`config.mk`:
```
export PLATFORM = sky130hd
export DESIGN_NAME = mmuAccessCheck
export DESIGN_NICKNAME = d
export VERILOG_FILES = /design/src/mmuPkg.sv /design/src/mmuAccessCheck.sv
export VERILOG_INCLUDE_DIRS = /design/src
export SDC_FILE = /design/constraint.sdc
export NUM_CORES = 1
export LEC_CHECK = 0
export BUFFER_PORTS_ARGS = -buffer_cell sky130_fd_sc_hd__buf_2
export CAP_MARGIN = 20
export CORE_MARGIN = 2
export CORE_UTILIZATION = 33
export DETAILED_ROUTE_END_ITERATION = 8
export PLACE_DENSITY = 0.75
export SETUP_SLACK_MARGIN = 0.15
export SLEW_MARGIN = 20
export SYNTH_ARGS = -nofsm -noshare
export SYNTH_HDL_FRONTEND = slang
export SYNTH_SLANG_ARGS = --single-unit
```
`constraint.sdc`:
```
create_clock -name clock -period 0.8 [get_ports clock]
set_input_delay 0 -clock clock [delete_from_list [all_inputs] [get_ports clock]]
set_output_delay 0 -clock clock [all_outputs]
set_load 0.02 [all_outputs]
```
`src/mmuTlb_cfg.svh`:
```
`ifndef MMUTLB_CFG_SVH
`define MMUTLB_CFG_SVH

// address and page geometry
`define MMU_ADDR_W     48
`define MMU_PAGE_SH    12        // 4 KB pages
`define TLB_SETS       16
`define TLB_IDX_W      4
`define TLB_WAYS       4
`define TLB_VPN_LO     76        // vpn sits at 111:76 of the entry word

// operation codes, bit 3 = load, bit 4 = store
`define OPM_NONE       5'h00
`define OPM_LDTLB      5'h01
`define OPM_INVTLB     5'h02

// status codes
`define OK_READY       2'b00
`define OK_DONE        2'b01
`define OK_FAULT       2'b11

// exception codes
`define EXC_MISS       16'hA001
`define EXC_READ       16'h8002
`define EXC_WRITE      16'h8001
`define EXC_USERBYP    16'h8003

`endif

```
`src/mmuPkg.sv`:
```
`include "mmuTlb_cfg.svh"

package mmuPkg;

	// virtual and physical byte addresses
	typedef logic [`MMU_ADDR_W-1:0] vaddrT;
	typedef logic [`MMU_ADDR_W-1:0] paddrT;

	// load-entry word
	// hi half: vpn at 111:76
	// lo half: ppn at 47:12, bit 0 valid, 1 read, 2 write, 3 user
	typedef logic [127:0] tlbEntryT;

	// hashed set index
	typedef logic [`TLB_IDX_W-1:0] tlbIdxT;

	// bit 0 read, bit 1 write, bit 2 user
	typedef logic [2:0] tlbRightsT;

	typedef logic [15:0] excT;     // exception code
	typedef logic [1:0] okT;       // status code
	typedef logic [4:0] opmT;      // operation code

	// control and status register words
	// mmcr bit 0 enables the mmu, sr bit 30 is supervisor mode
	typedef logic [63:0] ctrlT;

endpackage

```
`src/mmuAccessCheck.sv`:
```
`timescale 1ns/1ps

`include "mmuTlb_cfg.svh"

module mmuAccessCheck
(
	input  logic              clock,
	input  logic              arstN,
	input  logic              isLoad,
	input  logic              isStore,
	input  logic              isLdtlb,
	input  logic              isInvtlb,
	input  logic              translate,
	input  logic              userMode,
	input  logic              hit,
	input  mmuPkg::paddrT     ppn,
	input  mmuPkg::tlbRightsT rights,
	input  mmuPkg::vaddrT     vaddr,
	input  mmuPkg::opmT       opm,
	output mmuPkg::paddrT     paddr,
	output mmuPkg::excT       exc,
	output mmuPkg::okT        ok,
	output mmuPkg::opmT       opmOut
);

	logic          isAccess;
	logic          rwFail;
	logic          userFail;
	mmuPkg::excT   excNext;
	mmuPkg::okT    okNext;
	mmuPkg::paddrT paddrNext;

	assign isAccess = isLoad || isStore;
	assign rwFail   = isLoad ? !rights[0] : !rights[1];
	assign userFail = userMode && !rights[2];    // user mode on a supervisor page

	// miss first, then rights, then user
	always_comb
	begin
		excNext = '0;
		if (isAccess)
		begin
			if (translate)
			begin
				if (!hit)
					excNext = `EXC_MISS;
				else if (rwFail || userFail)
					excNext = isLoad ? `EXC_READ : `EXC_WRITE;
			end
			else if (vaddr[31] && userMode)
			begin
				excNext = `EXC_USERBYP;    // user code may not touch the bypass region
			end
		end
	end

	// tlb maintenance ops pass the address through untranslated
	always_comb
	begin
		if (translate && !isLdtlb && !isInvtlb)
			paddrNext = {ppn[`MMU_ADDR_W-1:`MMU_PAGE_SH], vaddr[`MMU_PAGE_SH-1:0]};
		else
			paddrNext = vaddr;
	end

	always_comb
	begin
		if (excNext != '0)
			okNext = `OK_FAULT;
		else if (opm == `OPM_NONE)
			okNext = `OK_READY;
		else
			okNext = `OK_DONE;
	end

	always_ff @(posedge clock or negedge arstN)
	begin
		if (!arstN)
		begin
			exc    <= '0;
			ok     <= `OK_READY;
			opmOut <= `OPM_NONE;
		end
		else
		begin
			exc    <= excNext;
			ok     <= okNext;
			opmOut <= opm;
		end
	end

	always_ff @(posedge clock)
		paddr <= paddrNext;    // address payload

	// a fault status only ever follows a load or store opcode
	faultOnlyOnAccess: assert property (
		@(posedge clock) disable iff (!arstN)
		(ok == `OK_FAULT) |-> (opmOut[3] || opmOut[4])
	) else $error("fault status on an operation that is not a load or store");

endmodule

```
---- Word level (Yosys, flattened, before mapping) ----
Cells that the tools add are included.
cells by class
  muxes and demuxes ....................... 10
  reductions and logical operators ........ 13
operators with widths
  operator             number
  $mux W16             5
  $mux W48             1
  $reduce_bool A16 Y1  1
  $logic_not A1 Y1     5
  $logic_not A5 Y1     1
  $logic_and A1 B1 Y1  4
  $mux W2              2
  $logic_or A1 B1 Y1   2
  $mux W1              2
word-level totals
  logic and storage cells ................. 27
  output and inout bits ................... 71
  register bits after elaboration ......... 71

---- Logic depth before layout (Yosys ltp) ----
  word-level depth ........................ 9
  gate-level depth with buffers ........... 4

---- Least setup slack after synthesis ----
Ideal clock, no wire load.
  kind .................................... input to register
  start point ............................. in isLdtlb
  end point ............................... reg paddr[16]
  setup slack ............................. -0.103 ns
  stages .................................. 4
  data arrival time ....................... 0.781 ns
  library setup time ...................... 0.121 ns
  path buffers ............................ 2
  cell sequence ........................... nor3b_2 buf_6 buf_12 mux2_4
on the way
  word-level cells in the longest chain between the ends .. 4
RTL lines
  what                               line                  text
  start: declaration                 mmuAccessCheck.sv:11  input logic isLdtlb,
  $logic_not A1 Y1                   mmuAccessCheck.sv:60  if (translate && !isLdtlb && !isInvtlb)
  $logic_and A1 B1 Y1 (2 in series)  mmuAccessCheck.sv:60
  $mux W48                           mmuAccessCheck.sv:60
  net paddrNext[16]                  mmuAccessCheck.sv:31  mmuPkg::paddrT paddrNext;
  end signal: assignment             mmuAccessCheck.sv:93  paddr <= paddrNext;
  end: declaration                   mmuAccessCheck.sv:20  output mmuPkg::paddrT paddr,
The timed path passes the listed nets, and every way through them passes these cells.

---- Final worst setup path ----
  start point ............................. in isLdtlb
  end point ............................... reg paddr[42]
Same word-level chain as after synthesis.

==> results <==
- At the worst endpoint, the required time is 1.01 ns.
- After routing the design area is 3960 um^2.
- The starting utilization of the core area is 34.2%.
- The total clock sinks is 59.
- Setup violations remaining at the end of the flow were counted as 34.
- The deepest level of the CTS H-tree is 3.
- The most numerous cell in the Yosys netlist is dfxtp_1.
- The combinational family with the most area after synthesis is multiplexers.
- Entering global routing, the biggest net connects 13 pins.
- Of all nets on the critical path, the largest fanout is 5.
- The final antenna-violating net count is 0.
- The filler cell count in the final layout is 422.
- Of the total synthesized cell area, the portion taken by XOR and XNOR cells is 0%.
- The clock passes through at most 2 buffers.
- The share of synthesized registers carrying an async set or reset is 18.6%.
- The number of I/O port buffers is 159.
- After synthesis, the cell types taking the most area are dfxtp_1 (47%), mux2_4 (22%), dfrtp_1 (14%).
- The part of the cycle the worst path needs is 111%.
- Cells with a size suffix above 1 make up 83.5% of the layout.
- The worst setup path is captured at a register.
- The Yosys step of the flow raised 0 warnings.
- The highest achievable clock rate is 1130 MHz.
- Total power for the finished layout comes to 7820 uW.
- The power density over the cells is 1980 nW/um^2.
- The final weighted congestion in routability-driven placement is 0.652.
- The detailed router finished its first iteration with 19 violations.
- The share of synthesized area spent on multiplexers is 25.6%.
- The critical setup path kind is input port to register.
- After floorplanning, the core was divided into 28 placement rows.
- In this run switching power makes up 25.1% of total power.
- The tree is rooted in a clkbuf_8.
- Before CTS, the worst setup slack after placement is -0.342 ns.
- Counting every instance in the synthesized netlist gives 129.
- The share of synthesized area in the top cell type comes to 47.5%.
- Setup repair after global routing could not meet its margin everywhere.
- The slack of the critical path is -0.0844 ns.
- The total leakage power is 0.00194 uW.
- The cell area after technology mapping is 2020 um^2.
- The first-pass detailed-route iteration total is 4.
- The HPWL reported at the end of detailed placement is 3670 um.
- The most used flip-flop cell after synthesis is dfxtp_1.
- After synthesis, the netlist uses 19 different library cells.
- Adding up every negative setup slack in the final design gives -1.25 ns.
- The area growth from synthesis to layout is 95.5%.
- STA classifies the critical path startpoint as an input port.
- The synthesized design spends more area on one cell type than any other, namely dfxtp_1.
- The tightest min-delay check is of the input port to register type.
- Hold timing on the final database bottoms out at a slack of -0.209 ns.
- The design internal power is 5860 uW.
- Buffers inserted during clock tree synthesis total 9.
- The global-route usage over all layers is 17.8%.
- The antenna diode count is 0.
- In the routed design, unresolved DRC markers number 0.
- The synthesized netlist devotes 3.28% of its cell area to simple gates.
- After synthesis, the most frequently instantiated cells are dfxtp_1 (48), mux2_4 (30), buf_4 (12).
- From bottom edge to top edge, the die measures 82.3 um.
- The checks that failed: hold timing, setup timing.
- The number of antenna violations at the first check in global routing was 0.
- The via count of the first global-routing pass is 1,793.
- The number of max-slew violations in the final report is 0.
- The area of the core is 5920 um^2.
- Cells fill 66.8% of the core in the end.
- Summing the areas of all compound-gate instances in the mapped netlist gives 1.92% of the synthesized area.
- The overflow left after global routing is 0.
- Across all layers, the routed design uses 1,735 vias.
- After the last flow step, the layout net total stands at 441.
- After detailed placement, the total cell area comes to 2860 um^2.
- The synthesized netlist devotes 0% of its cell area to adder and majority cells.
- The register bit count reported by yosys is 59.
- The clock share of power is 38.6%.
- The first global-routing pass estimated 8470 um of wire.
- The floorplan die area is 6780 um^2.
- The horizontal extent of the die is 82.3 um.
- The via-per-instance ratio is 4.25.
- For this design the top-level I/O count stands at 184.
- Max-cap violations in this run came to 0.
- The sequential power share is 41.9%.
- The post-detailed-route wirelength per cell is 15.5 um.
- Sequential elements use 61.1% of the synthesized area.
- At the worst endpoint, the arrival time is 1.10 ns.
- TritonCTS built the clock tree.
- The final layout contains routed wiring with a total length of 6320 um.
- The average cell area after synthesis is 15.7 um^2.
- The number of failing hold endpoints at the final stage was 41.
- The flow ran to the end, but the final reports show violations.
- The peak supply drop is 1030 uV.
- The net switching power of the design is 1960 uW.
- In this run, the combinational gates consume 19.5% of the power.
- The smallest clock period supported by the final layout is computed as 0.884 ns.
- Clock-pin slew was measured on the worst setup and hold paths at 0.07 ns.
- Yosys mapped a number of flops with a built-in enable equal to 0.
-- sequential cells by signal (all words and copies together) (netlist names) --
name    cells
ok          2
exc         4
opmOut      5
paddr      48
-- timing repair --
item | in CTS | in global routing
gates cloned | 5 | 2
gates resized for setup | 182 | 0
pin swaps | 0 | 0
endpoints found under the hold margin | 68 | 43
buffers inserted | 4 | 0
hold buffers | 14 | 3
setup endpoints to repair | 95 | 95
-- metal layers --
layer	vias to the layer above	part of all wire [%]	GRT usage, %
li1	822	-	-
met1	806	33	15.5
met2	97	57	36.1
met3	10	8.4	4.89
met4	0	1.8	8.67
met5	-	0	0
-- layout by cell type, fill, tap and decap left out, drive strengths merged --
master         n
mux2          36
nor2b          2
a311oi         1
bufinv         2
inv            2
o21ai          1
nor3           1
dlygate4sd3   17
nor2           4
dfrtp         11
or2            1
o211ai         2
conb          12
buf          174
clkinvlp       1
clkinv         2
nor3b          2
dfxtp         48
or4            1
a21oi          2
clkbuf        11
-- cell type report --
type                       instances  area, um^2  share of cell area (%)
clock inverter                     7         100                    2.53
timing repair buffer             193        1650                    41.6
sequential                        59        1300                    32.8
clock buffer                       9         124                    3.13
multi-input combinational         65         697                    17.6
tap                               75        93.8                    2.37
-- path summary, 6_finish.rpt --
check	startpoint	end	depth (start not counted)
max in group asynchronous	arstN	opmOut[4]	2
hold / removal	opm[3]	opmOut[3]	1
setup / recovery	isLdtlb	paddr[42]	6
min in group asynchronous	arstN	opmOut[0]	2
-- power groups by stage --
| stage | Clock (uW) | Combinational [uW] | Sequential (uW) |
|---|---|---|---|
| 5_1_grt | 3220 | 1610 | 3300 |
| 3_3_place_gp | 0 | 1060 | 3250 |
| 2_1_floorplan | 0 | 379 | 3520 |
| 6_report | 3020 | 1530 | 3280 |
| 4_1_cts | 3060 | 1480 | 3280 |
| 3_5_place_dp | 0 | 1080 | 3260 |
-- logic make-up after synthesis --
logic type | Yosys count
flip-flops | 59
AND/OR/NAND/NOR | 11
AO/OA/AOI/OAI | 6
buffers and inverters | 16
other | 1
multiplexers | 36
-- worst max-delay path, stage by stage --
cell and delay [ns]:
buf_6 0.09, nor3b_4 0.30, buf_6 0.18, buf_12 0.10, buf_16 0.12, mux2_4 0.30
-- per-stage QoR --
step	cells	hold slack, ns
after CTS	403	-0.227
after global placement	364	-0.128
after floorplan	140	-0.296
after global routing	408	-0.218
after detailed placement	364	-0.123
final	408	-0.209
No activity file was read; power rests on OpenSTA's default activity.
